File: src/design/lane_pkg.sv
package lane_pkg;

   //////////////////////////////////////////////////
   // Lane defaults
   //////////////////////////////////////////////////
   localparam int VRF_DEPTH      = 64;
   localparam int VL_MAX         = 32;
   localparam int W_PORTS        = 2;
   // Operand 1 and operand 2 for every write port
   localparam int R_PORTS        = 2 * W_PORTS;
   localparam int BYTES_PER_WORD = 4;

   typedef logic [8*BYTES_PER_WORD-1:0] word_t;

   // SEW_NONE gives a zero operand
   typedef enum logic [1:0] {
      SEW_8    = 2'd0,
      SEW_16   = 2'd1,
      SEW_32   = 2'd2,
      SEW_NONE = 2'd3
   } sew_e;

   typedef enum logic [2:0] {
      OP_ADD,
      OP_SUB,
      OP_AND,
      OP_OR,
      OP_XOR,
      OP_SLL,
      OP_MSEQ,
      OP_MSLTU
   } alu_op_e;

   typedef enum logic [1:0] {
      OP2_VEC    = 2'd0,
      OP2_SCALAR = 2'd1,
      OP2_IMM    = 2'd2,
      OP2_ZERO   = 2'd3
   } op2_sel_e;

   // ALU controls, carried alongside the operand reads
   typedef struct packed {
      alu_op_e    op;
      op2_sel_e   op2_sel;
      word_t      scalar;
      logic [4:0] imm;
      logic       valid;
   } alu_ctrl_t;

endpackage

File: src/design/lane_alu.sv
`timescale 1ns/1ps

module lane_alu (
   input  logic                clk_i,
   input  logic                rst_i,
   input  lane_pkg::word_t     op1_i,
   input  lane_pkg::word_t     op2v_i,
   input  lane_pkg::alu_ctrl_t ctrl_i,
   output lane_pkg::word_t     result_o,
   output logic                mask_o,
   output logic                valid_o
);

   import lane_pkg::*;

   word_t op2;
   word_t result_d;
   logic  mask_d;

   //////////////////////////////////////////////////
   // Operand 2 select
   //////////////////////////////////////////////////
   always_comb begin
      case (ctrl_i.op2_sel)
         OP2_VEC: begin
            op2 = op2v_i;
         end
         OP2_SCALAR: begin
            op2 = ctrl_i.scalar;
         end
         OP2_IMM: begin
            op2 = {27'd0, ctrl_i.imm};
         end
         default: begin
            op2 = '0;
         end
      endcase
   end

   //////////////////////////////////////////////////
   // Operations
   //////////////////////////////////////////////////
   always_comb begin
      result_d = '0;
      mask_d   = 1'b0;
      case (ctrl_i.op)
         OP_ADD:   result_d = op1_i + op2;
         OP_SUB:   result_d = op1_i - op2;
         OP_AND:   result_d = op1_i & op2;
         OP_OR:    result_d = op1_i | op2;
         OP_XOR:   result_d = op1_i ^ op2;
         // Shift amount from the low five bits only
         OP_SLL:   result_d = op1_i << op2[4:0];
         // Compares leave the result at zero
         OP_MSEQ:  mask_d = (op1_i == op2);
         OP_MSLTU: mask_d = (op1_i < op2);
         default:  result_d = '0;
      endcase
   end

   always_ff @(posedge clk_i) begin
      if (!rst_i) begin
         valid_o <= 1'b0;
      end else begin
         valid_o <= ctrl_i.valid;
      end
   end

   always_ff @(posedge clk_i) begin
      result_o <= result_d;
      mask_o   <= mask_d;
   end

endmodule

File: config.mk
export PLATFORM = sky130hd
export DESIGN_NAME = lane_alu
export DESIGN_NICKNAME = d
export VERILOG_FILES = /design/src/design/lane_pkg.sv /design/src/design/lane_alu.sv
export SDC_FILE = /design/constraint.sdc
export NUM_CORES = 1
export LEC_CHECK = 0
export BUFFER_PORTS_ARGS = -buffer_cell sky130_fd_sc_hd__buf_2
export CAP_MARGIN = 20
export CORE_MARGIN = 4
export CORE_UTILIZATION = 60
export CTS_CLUSTER_SIZE = 16
export DETAILED_ROUTE_END_ITERATION = 12
export PLACE_DENSITY = 0.85
export SETUP_SLACK_MARGIN = 0.15
export SLEW_MARGIN = 20
export SYNTH_ARGS = -nofsm -noshare
export SYNTH_HDL_FRONTEND = slang
export SYNTH_SLANG_ARGS = --single-unit
File: constraint.sdc
create_clock -name clk_i -period 6.71 [get_ports clk_i]
set_clock_uncertainty 0.05 [all_clocks]
set_input_delay 0.671 -clock clk_i [delete_from_list [all_inputs] [get_ports clk_i]]
set_output_delay 0.671 -clock clk_i [all_outputs]
set_load 0.02 [all_outputs]
==> results.sh <==
export IMPL_run_status="finished, final reports clean"
export IMPL_n_antenna_cell=0
export IMPL_vias_per_cell=6.71
export IMPL_drt_iter0_drc=1253
export IMPL_clock_root_buffer="clkbuf_16"
export IMPL_synth_top_area_share_pct=16.1
export IMPL_synth_top_area_cell="ha_1"
export IMPL_start_kind="primary input"
export IMPL_fin_crit_sh_pct=75.8
export IMPL_die_area_um2=15600
export IMPL_numCtsBuffers=5
export IMPL_place_inst=1434
export IMPL_cap_violations=0
export IMPL_area_growth_pct=10.7
export IMPL_dpl_worst_slack_ns=1.45
export IMPL_setup_violations=0
export IMPL_power_internal_w=0.000690
export IMPL_die_h_um=125
export IMPL_crit_fanout=36
export IMPL_grt_pass1_wl_um=48900
export IMPL_ios=143
export IMPL_grt_overflow_total=0
export IMPL_min_period_ns=5.09
export IMPL_p_total_w=0.00139
export IMPL_num_vias=9666
export IMPL_cp_required_ns=6.82
export IMPL_arrival_ns=5.20
export IMPL_endpoint_kind="flop"
export IMPL_synth_area_top_cells="ha_1, mux2i_1, dfxtp_1, a21oi_1, nor2_1"
export IMPL_port_buffers=142
export IMPL_criticalPathCategory="primary input to flop"
export IMPL_postSynth_asyncResetShare_pct=0
export IMPL_die_w_um=125
export IMPL_swShare_pct=50.2
export IMPL_grt_pass1_vias=8869
export IMPL_gp_congestion=1.05
export IMPL_rsz0062_at_grt="no"
export IMPL_setup_ws_ns=1.62
export IMPL_final_setup_tns_ns=0
export IMPL_ir_drop_mv=0.0921
export IMPL_relSlewSlack_pct=33.6
export IMPL_grt_usage_pct=38.8
export IMPL_ys_ff_latch=34
export IMPL_row_count=42
export IMPL_hold_buffers=0
export IMPL_clockBufferDepth=2
export IMPL_synth_main_ff_cell="dfxtp_1"
export IMPL_post_cts_setup_buffers=0
export IMPL_seq_area_frac_synth_pct=8.27
export IMPL_fin_cells=1441
export IMPL_p_seq_share_pct=17.7
export IMPL_tightest_slew_ns=0.992
export IMPL_dr_pass1_iters=7
export IMPL_cts_max_level=2
export IMPL_syn_inst=1177
export IMPL_stdcell_area_um2=9100
export IMPL_syn_cell_area_um2=8230
export IMPL_drive_above_1_share_pct=16.9
export IMPL_cts_tree="built"
export IMPL_ant_nets=0
export IMPL_dp_hpwl_um=24900
export IMPL_wl_per_cell_um=22.2
export IMPL_syn_area_per_cell_um2=6.99
export IMPL_clockPowerShare_pct=17.7
export IMPL_nNetsFinal=1482
export IMPL_ys_types=70
export IMPL_core_um2=13300
export IMPL_hp_class="primary input to flop"
export IMPL_yosys_warnings=0
export IMPL_grt_max_degree=55
export IMPL_synthTopCellsByCount="a21oi_1, mux2i_1, nor2_1"
export IMPL_p_leak_nw=4.42
export IMPL_drt_drc_violations_left=0
export IMPL_synth_edf_count=0
export IMPL_start_util_pct=61.6
export IMPL_place_area_um2=8970
export IMPL_cts_resized=0
export IMPL_clock_sinks=34
export IMPL_antenna_found_initial=0
export IMPL_slew_viol_final=0
export IMPL_p_sw_w=0.000695
export IMPL_comb_power_share_pct=64.6
export IMPL_fmax_mhz=197
export IMPL_yosysMostFrequentCell="a21oi_1"
export IMPL_p_per_area_nw_per_um2=152
export IMPL_drt_total_wl_um=32000
export IMPL_hold_violations=0
export IMPL_syn_nets=1394
export IMPL_clkTransAtPathRegs_ns=0.06
==> worst paths after layout <==
path / startpoint / end / slack (ns) / cells after the start
min: ctrl_i[0] / valid_o$_SDFF_PN0_ / 0.52 / 2
max: ctrl_i[38] / result_o[26]$_DFF_P_ / 1.62 / 15
==> power by group through the flow <==
stage | combinational [W] | sequential (W) | clock, W
floorplan | 0.000558 | 0.000288 | 0
global placement | 0.000854 | 0.000247 | 0
detailed placement | 0.000859 | 0.000248 | 0
CTS | 0.000865 | 0.000244 | 0.000241
global route | 0.000956 | 0.000248 | 0.000251
finish | 0.000895 | 0.000245 | 0.000245
==> worst max-delay path, cell delays in order <==
cell      delay [ns]
buf_2           0.45
mux2i_1         0.34
o21ai_4         0.06
buf_4           0.30
ha_1            0.31
fa_1            0.47
a211oi_1        0.35
o21ai_0         0.25
o31a_1          0.37
o21ai_0         0.55
o31ai_1         0.31
a311oi_1        0.34
a21oi_1         0.09
xnor2_1         0.20
o221ai_1        0.14
==> cell type report <==
| cell class | count | area [µm²] |
|---|---|---|
| clock buffers | 7 | 133 |
| fillers | 1205 | 4240 |
| inverters | 96 | 360 |
| multi-input cells | 973 | 6900 |
| flip-flops and latches | 34 | 681 |
| well taps | 176 | 220 |
| repair buffers | 155 | 808 |
==> state kept, by name, summed over array words and instances (netlist names) <==
signal / count
result_o: 32
mask_o: 1
valid_o: 1
==> per-layer routing <==
metal | share of wire (%) | global-route usage, % | vias to the layer above | routed length, µm
li1 | - | - | 4432 | -
met3 | 13 | 8.36 | 117 | 4060
met4 | 4.6 | 18.0 | 0 | 1480
met1 | 40 | 52.4 | 4390 | 12900
met5 | 0 | 0 | - | 0
met2 | 42 | 58.9 | 727 | 13500
==> cell usage in the layout, fill, tap and decap left out, drive strengths merged, types with 11 or more instances in the layout <==
cell	count
ha	106
o211ai	24
and3	12
or2	34
nor3	19
o21bai	15
o221ai	13
nand2	88
nand2b	12
xnor2	22
o31ai	11
buf	155
a211oi	27
a21oi	113
nor2b	17
mux2i	108
inv	95
dfxtp	34
o21ai	77
nor2	108
a31oi	18
nand3	13
==> kinds of logic after synthesis <==
group / Yosys count / share of synthesized area (%)
compound gates: 386 / 30.8
xor+xnor: 26 / 2.77
fa+ha+maj: 108 / 16.6
buf+inv: 170 / 7.98
flops: 34 / 8.27
mux: 113 / 14.0
simple gates: 340 / 19.7
==> per-stage QoR <==
| stage | hold slack, ns | util, % |
|---|---|---|
| 6_report | 0.523 | 68.2 |
| 5_1_grt | 0.542 | 68.2 |
| 4_1_cts | 0.533 | 68.2 |
| 3_5_place_dp | 0.838 | 67.2 |
| 3_3_place_gp | 0.826 | 67.2 |
| 2_1_floorplan | 0.743 | - |
No activity file was read; power rests on OpenSTA's default activity.
