==> config.mk <==
export PLATFORM = sky130hd
export DESIGN_NAME = element_extract
export DESIGN_NICKNAME = d
export VERILOG_FILES = /design/src/design/lane_pkg.sv /design/src/design/element_extract.sv
export SDC_FILE = /design/constraint.sdc
export NUM_CORES = 1
export LEC_CHECK = 0
export BUFFER_PORTS_ARGS = -buffer_cell sky130_fd_sc_hd__buf_2
export CAP_MARGIN = 10
export CORE_MARGIN = 3
export CORE_UTILIZATION = 45
export CTS_BUF_LIST = sky130_fd_sc_hd__clkbuf_4 sky130_fd_sc_hd__clkbuf_8
export CTS_CLUSTER_SIZE = 20
export DETAILED_ROUTE_END_ITERATION = 8
export GPL_ROUTABILITY_DRIVEN = 0
export GPL_TIMING_DRIVEN = 0
export HOLD_SLACK_MARGIN = 0.08
export PLACE_DENSITY = 0.77
export SYNTH_ARGS = -nofsm -noshare
export SYNTH_HDL_FRONTEND = slang
export SYNTH_SLANG_ARGS = --single-unit
==> constraint.sdc <==
create_clock -name clk_i -period 3.5 [get_ports clk_i]
set_input_delay 0.35 -clock clk_i [delete_from_list [all_inputs] [get_ports clk_i]]
set_output_delay 0.35 -clock clk_i [all_outputs]
set_load 0.005 [all_outputs]
==> src/design/lane_pkg.sv <==
package lane_pkg;

   //////////////////////////////////////////////////
   // Lane defaults
   //////////////////////////////////////////////////
   localparam int VRF_DEPTH      = 64;
   localparam int VL_MAX         = 32;
   localparam int W_PORTS        = 2;
   // Operand 1 and operand 2 for every write port
   localparam int R_PORTS        = 2 * W_PORTS;
   localparam int BYTES_PER_WORD = 4;

   typedef logic [8*BYTES_PER_WORD-1:0] word_t;

   // SEW_NONE gives a zero operand
   typedef enum logic [1:0] {
      SEW_8    = 2'd0,
      SEW_16   = 2'd1,
      SEW_32   = 2'd2,
      SEW_NONE = 2'd3
   } sew_e;

   typedef enum logic [2:0] {
      OP_ADD,
      OP_SUB,
      OP_AND,
      OP_OR,
      OP_XOR,
      OP_SLL,
      OP_MSEQ,
      OP_MSLTU
   } alu_op_e;

   typedef enum logic [1:0] {
      OP2_VEC    = 2'd0,
      OP2_SCALAR = 2'd1,
      OP2_IMM    = 2'd2,
      OP2_ZERO   = 2'd3
   } op2_sel_e;

   // ALU controls, carried alongside the operand reads
   typedef struct packed {
      alu_op_e    op;
      op2_sel_e   op2_sel;
      word_t      scalar;
      logic [4:0] imm;
      logic       valid;
   } alu_ctrl_t;

endpackage

==> src/design/element_extract.sv <==
`timescale 1ns/1ps

module element_extract (
   input  logic            clk_i,
   input  logic            rst_i,
   input  lane_pkg::word_t rdata_i,
   input  lane_pkg::sew_e  sew_i,
   input  logic [1:0]      el_idx_i,
   output lane_pkg::word_t elem_o
);

   import lane_pkg::*;

   logic [7:0]  byte_sel;
   logic [15:0] half_sel;
   word_t       elem_d;

   // Byte and halfword muxes
   assign byte_sel = rdata_i[8*el_idx_i +: 8];
   assign half_sel = rdata_i[16*el_idx_i[0] +: 16];

   // Zero-extend the chosen element
   always_comb begin
      case (sew_i)
         SEW_8: begin
            elem_d = {24'd0, byte_sel};
         end
         SEW_16: begin
            elem_d = {16'd0, half_sel};
         end
         SEW_32: begin
            elem_d = rdata_i;
         end
         default: begin
            elem_d = '0;
         end
      endcase
   end

   always_ff @(posedge clk_i) begin
      if (!rst_i) begin
         elem_o <= '0;
      end else begin
         elem_o <= elem_d;
      end
   end

endmodule

==> PnR_summary.wiki, run 1 <==
{| class="wikitable"
! Metric !! Value
|-
| Type of element launching the critical path || input port
|-
| Number of remaining DRC errors || 0
|-
| Remaining number of nets flagged by the antenna check after routing || 0
|-
| Initial standard-cell utilization of the core || 49.53%
|-
| Routed met3 length || between 300 and 400 um
|-
| Routed length on met2 || 2012 um
|-
| Seq/Total Area, Yosys || 40.38%
|-
| Clock buffers created by TritonCTS || 5
|-
| Most flops, register || elem_o
|-
| Number of DRC markers in iteration 0 || 91
|-
| CP endpoint kind || flip-flop
|-
| Vias per std cell || 5.415
|-
| Sequential cell fraction of total power || 45.6%
|-
| Critical-path cell with the highest stage delay || sky130_fd_sc_hd__mux2_1
|-
| Kind of cell adding the most delay to the critical path || buffers and inverters
|-
| Highest clock rate || 775.9 MHz
|-
| Final setup margin || 2211 ps
|-
| Final global-route overflow total || 0
|-
| Sum of buffers and inverters on the critical path || 3
|-
| Placeable Area || 3203 um2
|-
| Number of synthesized register bits || 32
|-
| Initial antenna violation count || 0
|-
| Max-cap violations || 0
|-
| Required time worst endpoint || 3720 ps
|-
| Boundary pin count || 70
|-
| Fraction of the core area covered by cells at the end of the flow || 64.84%
|-
| CTS Hold Buffers Added || 0
|-
| Post-Layout Inst Area || 2077 um2
|-
| Count of vias placed by the detailed router || 1538
|-
| Buffers inserted by post-CTS timing repair || 0
|-
| Crit path top cell by count || sky130_fd_sc_hd__buf_4
|-
| Number of cells on the critical path || 6
|-
| Top sig layer || met4
|-
| Row count || 20
|-
| Combinational share of power || 17.6%
|-
| WHS || 269.6 ps
|-
| Type of the worst setup path || in2reg
|-
| Pint || 639.3 uW
|-
| First-pass GRT wire length || 6651 um
|-
| Via count of the first global-routing pass || 1418
|-
| Routed length on met1 || 1679 um
|-
| Class of the most critical hold timing path || in2reg
|-
| Area of placed instances || 1982 um2
|-
| Peak VDD IR || 258.0 uV
|-
| Largest registers || elem_o (32)
|-
| Unrepaired setup endpoints after global routing || no
|-
| Result of the run || complete, no violations
|-
| Pre-CTS setup slack || 1858 ps
|-
| Maximum number of pins on one net before global-route repair || 11
|-
| Proportion of power drawn by the clock network || between 30% and 40%
|-
| Number of pins exceeding their max-slew limit in the final report || 0
|-
| Total Power || between 800 and 900 uW
|-
| Clock tree from TritonCTS || built
|-
| Avg Inst Size Synth || roughly 9.7 um2
|-
| Layout Area Growth over Synthesis || 30.91%
|-
| Synth Cell Area || 1587 um2
|-
| Number of sinks handled by clock tree synthesis || 32
|-
| Total net switching power || 197.4 uW
|-
| Power Density || 402.8 nW/um2
|-
| # diodes || 0
|-
| Flip-flop count of the largest register, all copies and words added || 32
|-
| Distinct cell type count of the synthesized netlist || 31
|-
| Number of instances in the synthesized netlist || between 150 and 200
|-
| Mapped Nets || 202
|-
| Total Nets Final || 277
|-
| Max incr delay on CP || roughly 340 ps
|-
| Switching part of the total || 23.60%
|-
| Half-perimeter wire length of the detailed placement result || just over 3000 um
|-
| Wire length per cell after detailed routing || approximately 15 um
|-
| Aggregate negative setup slack || 0 ps
|-
| Most frequent standard cell in the layout excluding fill and tap cells || sky130_fd_sc_hd__buf_2
|-
| Hold Violations, Final || 0
|-
| Static leakage power || around 1.0 nW
|-
| Synthesis warning total || 0
|-
| Clock slew at reported path FFs || 90 ps
|-
| End point of the critical path || elem_o[14]
|-
| Critical path cell sequence || buf_2, buf_4, buf_4, mux2_1, a22oi_1, nor2b_1
|-
| Maximum net fanout on the critical path || 10
|-
| Die Outline Area || 4274 um2
|-
| Width of the die || 65.38 um
|-
| Number of H-tree branching levels || 2
|-
| Headroom to the max-slew limit || 66.86%
|-
| Post-route clock period utilization || 36.82%
|-
| Cell chosen for the clock root || sky130_fd_sc_hd__clkbuf_4
|-
| Layout cell share with drive strength beyond 1 || 38.33%
|-
| Slew of the pin with the lowest slew margin || 496.1 ps
|-
| Count of cells resized by post-cts repair || 0
|-
| Number of optimization iterations in the first detailed-route pass || 4
|-
| Overall track demand over capacity in global routing || 20.68%
|-
| Final min period || 1289 ps
|-
| Die Y || 65.38 um
|-
| Wirelength, routed || slightly above 4000 um
|-
| Maximum count of clock buffers along a single path || 2
|-
| Final standard cell count with taps included and fillers excluded || 284
|-
| Final-report setup violation count || 0
|-
| Commonest non-fill, non-tap cells in the layout || 73 x sky130_fd_sc_hd__buf_2, 32 x sky130_fd_sc_hd__dfxtp_1, 17 x sky130_fd_sc_hd__and3_1
|-
| Arrival time at the worst endpoint || 1510 ps
|-
| Launching element of the worst setup path || el_idx_i[0]
|-
| Placed cells || 276
|-
| Count of buffers inserted at the top-level ports || 68
|}
==> cell type report <==
type	count	area, um2
buffer	12	58.81
clock buffer	7	65.06
clock inverter	1	30.03
fill	311	1126
inverter	2	7.507
multi-input combinational	118	879.6
sequential	32	640.6
tap	44	55.05
timing repair buffer	68	340.3
==> power by group through the flow <==
stage	Sequential (mW)	Combinational [mW]	Clock [mW]
detailed placement	0.390	0.146	0
CTS	0.382	0.147	0.317
finish	0.382	0.147	0.308
floorplan	0.393	0.0800	0
global route	0.383	0.164	0.339
global placement	0.390	0.144	0
==> routing by layer <==
layer,global-route usage [%],vias to the layer above
li1,-,757
met1,25.58,707
met2,32.49,65
met3,6.154,9
met4,10.36,0
met5,0,-
==> logic make-up (layout without fill, tap and decap cells) <==
kind of cell           after synthesis  after routing  synth area share (%)
AND/OR/NAND/NOR                     47             47                 19.24
flip-flops                          32             32                 40.38
multiplexers                        23             23                 16.48
buffers and inverters               14             90                 4.179
AO/OA/AOI/OAI                       48             48                 19.72
==> worst min path at each step <==
stage / from / end / slack (ps) / depth (start not counted)
CTS: rdata_i[25] / elem_o[25] / 260 / 2
floorplan: rdata_i[16] / elem_o[16] / 500 / 1
global route: rdata_i[25] / elem_o[25] / 250 / 2
finish: rdata_i[25] / elem_o[25] / 270 / 2
global placement: rdata_i[25] / elem_o[25] / 600 / 2
detailed placement: rdata_i[26] / elem_o[26] / 610 / 2
==> cell usage after synthesis, drive strengths merged <==
library cell	number	share of area [%]
nor2b	11	4.3
nand2b	2	0.79
o21bai	1	1.2
a21o	1	0.47
nand3	1	0.32
dfxtp	32	40
a211oi	1	0.79
and4	6	3.3
a21boi	1	0.47
and3	17	6.7
o21ai	14	4.4
and4b	1	0.63
a22oi	8	3.8
o22ai	7	2.8
clkbuf	5	1.2
mux2	15	11
mux4	1	1.4
nand3b	2	1.2
o21a	6	2.8
or3b	1	0.55
nand2	6	1.4
a21oi	8	2.5
buf	7	2.5
o211ai	1	0.47
mux2i	7	4.4
inv	2	0.47
Power figures use the tool's default switching activity.
==> run 2: changes to the inputs <==
==> constraint.sdc (replaced) <==
create_clock -name clk_i -period 1.25 [get_ports clk_i]
set_input_delay 0.125 -clock clk_i [delete_from_list [all_inputs] [get_ports clk_i]]
set_output_delay 0.125 -clock clk_i [all_outputs]
set_load 0.005 [all_outputs]
==> run 2 against run 1 <==
  * Combinational power rose to 3.1 times the previous value
  * Sequential power rose to 2.8 times the previous value
  * Utilization rose by 5.4 points
  * Highest routed layer unchanged
==> PnR_summary.wiki, run 2 (synthesized netlist as in run 1, its figures left out) <==
{| class="wikitable"
! Metric !! Value
|-
| Number of H-tree branching levels || 2 (unchanged)
|-
| Cell chosen for the clock root || sky130_fd_sc_hd__clkbuf_4
|-
| Power Density || 1066 nW/um2 (+160%)
|-
| Slew of the pin with the lowest slew margin || 511.3 ps (+15.29 ps)
|-
| Most flops, register || elem_o
|-
| Post-route clock period utilization || 97.68%
|-
| Flip-flop count of the largest register, all copies and words added || 32 (unchanged)
|-
| Storage cell area || 640.6 um2 (unchanged)
|-
| Number of pins exceeding their max-slew limit in the final report || 0 (unchanged)
|-
| Number of optimization iterations in the first detailed-route pass || 4 (unchanged)
|-
| Via count of the first global-routing pass || 1491 (+5.1%)
|-
| Aggregate negative setup slack || 0 ps (unchanged)
|-
| Hold Violations, Final || 0 (unchanged)
|-
| Launching element of the worst setup path || rdata_i[26]
|-
| Count of buffers inserted at the top-level ports || 68 (unchanged)
|-
| Total Power || 2.399 mW (+190%)
|-
| Wire length per cell after detailed routing || 14.75 um (+1.1%)
|-
| Final min period || between 1000 and 1500 ps
|-
| Vias per std cell || 5.396 (-0.36%)
|-
| WHS || 88.11 ps (-181.5 ps)
|-
| Static leakage power || 1.112 nW (+6.9%)
|-
| Maximum net fanout on the critical path || 3 (-7)
|-
| Wirelength, routed || 4395 um (+6.0%)
|-
| Result of the run || complete, no violations
|-
| Maximum count of clock buffers along a single path || 2 (unchanged)
|-
| Number of remaining DRC errors || 0 (unchanged)
|-
| Type of element launching the critical path || input port
|-
| Most frequent standard cell in the layout excluding fill and tap cells || sky130_fd_sc_hd__buf_2
|-
| Final setup margin || 29.04 ps (-2182 ps)
|-
| Max-cap violations || 0 (unchanged)
|-
| Die Outline Area || 4274 um2 (unchanged)
|-
| Half-perimeter wire length of the detailed placement result || 3116 um (unchanged)
|-
| Die Y || 65.38 um (unchanged)
|-
| Final global-route overflow total || 0 (unchanged)
|-
| Pre-CTS setup slack || -166.9 ps (-2025 ps)
|-
| Number of sinks handled by clock tree synthesis || 32 (unchanged)
|-
| Maximum number of pins on one net before global-route repair || 11 (unchanged)
|-
| Clock tree from TritonCTS || built
|-
| Clock slew at reported path FFs || 90 ps (about the same)
|-
| # diodes || 0 (unchanged)
|-
| Initial standard-cell utilization of the core || 49.53% (unchanged)
|-
| # fillers || 283 (-9.0%)
|-
| Unrepaired setup endpoints after global routing || no
|-
| Peak VDD IR || 621.0 uV (+140%)
|-
| Total Nets Final || 291 (+5.1%)
|-
| Overall track demand over capacity in global routing || 21.90% (+1.2 points)
|-
| Multi-input combinational cell area || 908.4 um2 (+3.3%)
|-
| Required time worst endpoint || 1480 ps (-2240 ps)
|-
| Row count || 20 (unchanged)
|-
| Layout cell share with drive strength beyond 1 || 37.80% (-0.54 points)
|-
| Type of the worst setup path || in2reg
|-
| Area of placed instances || 1982 um2 (unchanged)
|-
| Arrival time at the worst endpoint || 1450 ps (-60 ps)
|-
| Largest registers || elem_o (32)
|-
| Final-report setup violation count || 0 (unchanged)
|-
| Highest clock rate || 819.0 MHz
|-
| First-pass GRT wire length || 7031 um (+5.7%)
|-
| Remaining number of nets flagged by the antenna check after routing || 0 (unchanged)
|-
| Layout Area Growth over Synthesis || 41.88%
|-
| Headroom to the max-slew limit || 65.84% (-1.0 points)
|-
| Initial antenna violation count || 0 (unchanged)
|-
| Commonest non-fill, non-tap cells in the layout || 72 x sky130_fd_sc_hd__buf_2, 32 x sky130_fd_sc_hd__dfxtp_1, 17 x sky130_fd_sc_hd__and3_1
|-
| Clock buffers created by TritonCTS || 5 (unchanged)
|-
| Count of vias placed by the detailed router || 1608 (+4.6%)
|-
| Placeable Area || 3203 um2 (unchanged)
|-
| Width of the die || 65.38 um (unchanged)
|-
| Post-Layout Inst Area || 2251 um2 (+8.4%)
|-
| CP endpoint kind || flip-flop
|-
| Start point of the worst min-delay path || rdata_i[9]
|-
| Boundary pin count || 70 (unchanged)
|-
| Number of DRC markers in iteration 0 || 84 (-7.7%)
|-
| Class of the most critical hold timing path || in2reg
|}
[run 2: changes by cell type in the layout (fill, tap and decap cells not counted), sizes merged]
cell,change
buf,-1
dlygate4sd3,+15
[run 2: stage by stage]
step	util (%)	instances
finish	70.27	298
CTS	69.53	299
global placement	61.88	276
floorplan	-	164
global route	70.27	298
detailed placement	61.88	276
[run 2: routing by layer]
layer / global-route usage [%] / share of wire (%) / vias up
li1: - / - / 787
met1: 27.07 / 42 / 748
met2: 35.02 / 49 / 64
met3: 6.154 / 6.8 / 9
met4: 10.36 / 2.4 / 0
met5: 0 / 0 / -
[run 2: layout make-up]
| class | instances | share of cell area (%) |
|---|---|---|
| Multi-Input combinational cell | 118 | 40.36 |
| Sequential cell | 32 | 28.46 |
| Buffer | 12 | 2.613 |
| Clock buffer | 7 | 2.890 |
| Inverter | 2 | 0.3335 |
| Clock inverter | 1 | 1.334 |
| Timing Repair Buffer | 82 | 21.57 |
| Tap cell | 44 | 2.446 |
[run 2: worst paths after layout]
kind	depth (start not counted)	endpoint
min	3	elem_o[9]
max	6	elem_o[2]
[run 2: where the power goes]
group	total, mW	leakage, nW	switching [mW]	internal [mW]
Clock	0.867	0.0515	0.337	0.531
Combinational	0.463	0.799	0.227	0.235
Sequential	1.07	0.262	0.00846	1.06
[run 2: what timing repair did]
item / in CTS / in global routing
hold buffers: 15 / 0
resized for setup: 0 / 5
endpoints found under the setup margin: 0 / 5
buffers inserted: 0 / 0
endpoints found under the hold margin: 15 / 0
[run 2: worst max-delay path, cell delays in order]
cell and delay [ps]:
sky130_fd_sc_hd__dlygate4sd3_1 550, sky130_fd_sc_hd__buf_2 140, sky130_fd_sc_hd__mux2_2 270, sky130_fd_sc_hd__o22ai_2 110, sky130_fd_sc_hd__o21ai_1 70, sky130_fd_sc_hd__and4_1 180
==> run 3: changes to the inputs <==
--- a/config.mk
+++ b/config.mk
@@ -7,7 +7,7 @@
 export LEC_CHECK = 0
 export BUFFER_PORTS_ARGS = -buffer_cell sky130_fd_sc_hd__buf_2
 export CAP_MARGIN = 10
-export CORE_MARGIN = 3
+export CORE_MARGIN = 4
 export CORE_UTILIZATION = 45
 export CTS_BUF_LIST = sky130_fd_sc_hd__clkbuf_4 sky130_fd_sc_hd__clkbuf_8
 export CTS_CLUSTER_SIZE = 20
==> run 3 against run 2 <==
  * Via count down 2.2%
  * Clock power down 29%
  * Sequential power about the same
  * Maximum frequency grew 0.91%
  * Wire length up 0.73%
  * Total power down 11%
  * Final area is 2.0% lower
  * Critical path type unchanged
  * Critical endpoint is now elem_o[3]
  * Largest power group unchanged
==> PnR_summary.wiki, run 3 (synthesized netlist as in run 1, its figures left out) <==
{| class="wikitable"
! Metric !! Value
|-
| Result of the run || complete, no violations
|-
| Wire length per cell after detailed routing || 14.71 um (-0.28%)
|-
| Static leakage power || 1.096 nW (-1.5%)
|-
| Post-route clock period utilization || 96.79% (-0.88 points)
|-
| Number of remaining DRC errors || 0 (unchanged)
|-
| Peak VDD IR || 621.6 uV (+0.10%)
|-
| Highest clock rate || 826.5 MHz (+0.91%)
|-
| Maximum number of pins on one net before global-route repair || 11 (unchanged)
|-
| Clock tree from TritonCTS || built
|-
| Largest registers || elem_o (32)
|-
| Count of buffers inserted at the top-level ports || 68 (unchanged)
|-
| Most frequent standard cell in the layout excluding fill and tap cells || sky130_fd_sc_hd__buf_2
|-
| Most flops, register || elem_o
|-
| Type of element launching the critical path || input port
|-
| Cell chosen for the clock root || sky130_fd_sc_hd__clkbuf_4
|-
| Boundary pin count || 70 (unchanged)
|-
| Maximum net fanout on the critical path || 3 (unchanged)
|-
| CP endpoint kind || flip-flop
|-
| Placeable Area || 3363 um2 (+5.0%)
|-
| Final global-route overflow total || 0 (unchanged)
|-
| Die Outline Area || 4539 um2 (+6.2%)
|-
| Max incr delay on CP || 540 ps (about the same)
|-
| # fillers || 303 (+7.1%)
|-
| Total Nets Final || 292 (+0.34%)
|-
| Overall track demand over capacity in global routing || 20.74% (-1.2 points)
|-
| Max-cap violations || 0 (unchanged)
|-
| Arrival time at the worst endpoint || 1450 ps (about the same)
|-
| Count of vias placed by the detailed router || 1572 (-2.2%)
|-
| Maximum count of clock buffers along a single path || 2 (unchanged)
|-
| # diodes || 0 (unchanged)
|-
| Wirelength, routed || 4427 um (+0.73%)
|-
| Layout cell share with drive strength beyond 1 || 36.86% (-0.93 points)
|-
| Vias per std cell || 5.223 (-3.2%)
|-
| Sum of buffers and inverters on the critical path || 2 (unchanged)
|-
| Clock slew at reported path FFs || 90 ps (about the same)
|-
| Die Y || 67.38 um (+3.1%)
|-
| Row count || 21 (+5.0%)
|-
| Layout Area Growth over Synthesis || 39.04%
|-
| Commonest non-fill, non-tap cells in the layout || 73 x sky130_fd_sc_hd__buf_2, 32 x sky130_fd_sc_hd__dfxtp_1, 17 x sky130_fd_sc_hd__and3_1
|-
| Clock buffers created by TritonCTS || 5 (unchanged)
|-
| Number of sinks handled by clock tree synthesis || 32 (unchanged)
|-
| Initial standard-cell utilization of the core || 47.17% (-2.4 points)
|-
| Headroom to the max-slew limit || 71.48% (+5.6 points)
|-
| Number of pins exceeding their max-slew limit in the final report || 0 (unchanged)
|-
| Half-perimeter wire length of the detailed placement result || 3087 um (-0.94%)
|-
| Launching element of the worst setup path || rdata_i[27]
|-
| Slew of the pin with the lowest slew margin || 427.0 ps (-84.36 ps)
|-
| Unrepaired setup endpoints after global routing || no
|-
| Critical path cell sequence || dlygate4sd3_1, buf_2, mux2_2, o22ai_1, o21ai_1, and4_1
|-
| Remaining number of nets flagged by the antenna check after routing || 0 (unchanged)
|-
| Type of the worst setup path || in2reg
|-
| Kind of cell adding the most delay to the critical path || buffers and inverters
|-
| Class of the most critical hold timing path || in2reg
|-
| Critical-path cell with the highest stage delay || sky130_fd_sc_hd__dlygate4sd3_1
|-
| Aggregate negative setup slack || 0 ps (unchanged)
|-
| Width of the die || 67.38 um (+3.1%)
|-
| Hold Violations, Final || 0 (unchanged)
|-
| Final min period || 1210 ps (-11.03 ps)
|-
| Total Power || 2.140 mW (-11%)
|-
| Number of H-tree branching levels || 2 (unchanged)
|-
| Via count of the first global-routing pass || 1479 (-0.80%)
|-
| Number of optimization iterations in the first detailed-route pass || 4 (unchanged)
|-
| Initial antenna violation count || 0 (unchanged)
|-
| Number of cells on the critical path || 6 (unchanged)
|-
| Final-report setup violation count || 0 (unchanged)
|-
| Required time worst endpoint || 1490 ps (about the same)
|-
| Number of DRC markers in iteration 0 || 94 (+12%)
|-
| End point of the critical path || elem_o[3]
|-
| Flip-flop count of the largest register, all copies and words added || 32 (unchanged)
|-
| Power Density || 970.2 nW/um2 (-9.0%)
|-
| First-pass GRT wire length || 6934 um (-1.4%)
|}
run 3: per-stage QoR:
stage / std cells / area (um2) / util, % / hold WS [ps] / setup WS, ps
after detailed placement: 278 / 1984 / 59.00 / 380.2 / -159.3
final: 301 / 2206 / 65.59 / 95.19 / 40.07
after floorplan: 164 / 1587 / - / 270.9 / 112.6
after global routing: 301 / 2206 / 65.59 / 109.6 / 1.108
after CTS: 301 / 2196 / 65.29 / 89.34 / 15.25
after global placement: 278 / 1984 / 59.00 / 378.1 / -143.6
run 3: how the worst min path moves through the flow:
stage	slack, ps	start	cells after the start	to
after floorplan	270	rdata_i[16]	1	elem_o[16]
after global routing	110	rdata_i[16]	2	elem_o[16]
after detailed placement	380	rdata_i[28]	2	elem_o[28]
final	100	rdata_i[15]	3	elem_o[15]
after global placement	380	rdata_i[26]	2	elem_o[26]
after CTS	90	rdata_i[15]	3	elem_o[15]
run 3: layer usage:
| metal | global-route usage [%] | wire [um] | up-vias |
|---|---|---|---|
| met2 | 33.50 | 2075 | 60 |
| met4 | 11.39 | 138 | 0 |
| met5 | 0 | 0 | - |
| met1 | 25.77 | 1890 | 711 |
| met3 | 4.160 | 323 | 16 |
| li1 | - | - | 785 |
run 3: tightest hold or removal path, stage by stage:
cell and delay (ps):
sky130_fd_sc_hd__buf_2 90, sky130_fd_sc_hd__a22oi_1 80, sky130_fd_sc_hd__nor2b_1 100
run 3: layout make-up:
cell class	instances	area (um2)	share of cell area, %
multi-input combinational	118	889.6	40.33
clock inverter	2	10.01	0.4538
tap	46	57.56	2.609
timing repair buffer	83	490.5	22.23
inverter	2	7.507	0.3403
clock buffer	6	51.30	2.326
buffer	12	58.81	2.666
sequential	32	640.6	29.04
run 3: power breakdown:
group          switching [mW]  internal (mW)  total [mW]
sequential            0.00815           1.06        1.07
combinational           0.223          0.232       0.455
clock                   0.349          0.267       0.616
total                   0.580           1.56        2.14
run 3: timing repair:
action,CTS,global route
hold buffers,15,0
endpoints found under the setup margin,0,1
endpoints found under the hold margin,15,0
setup buffers,0,0
resized for setup,0,2
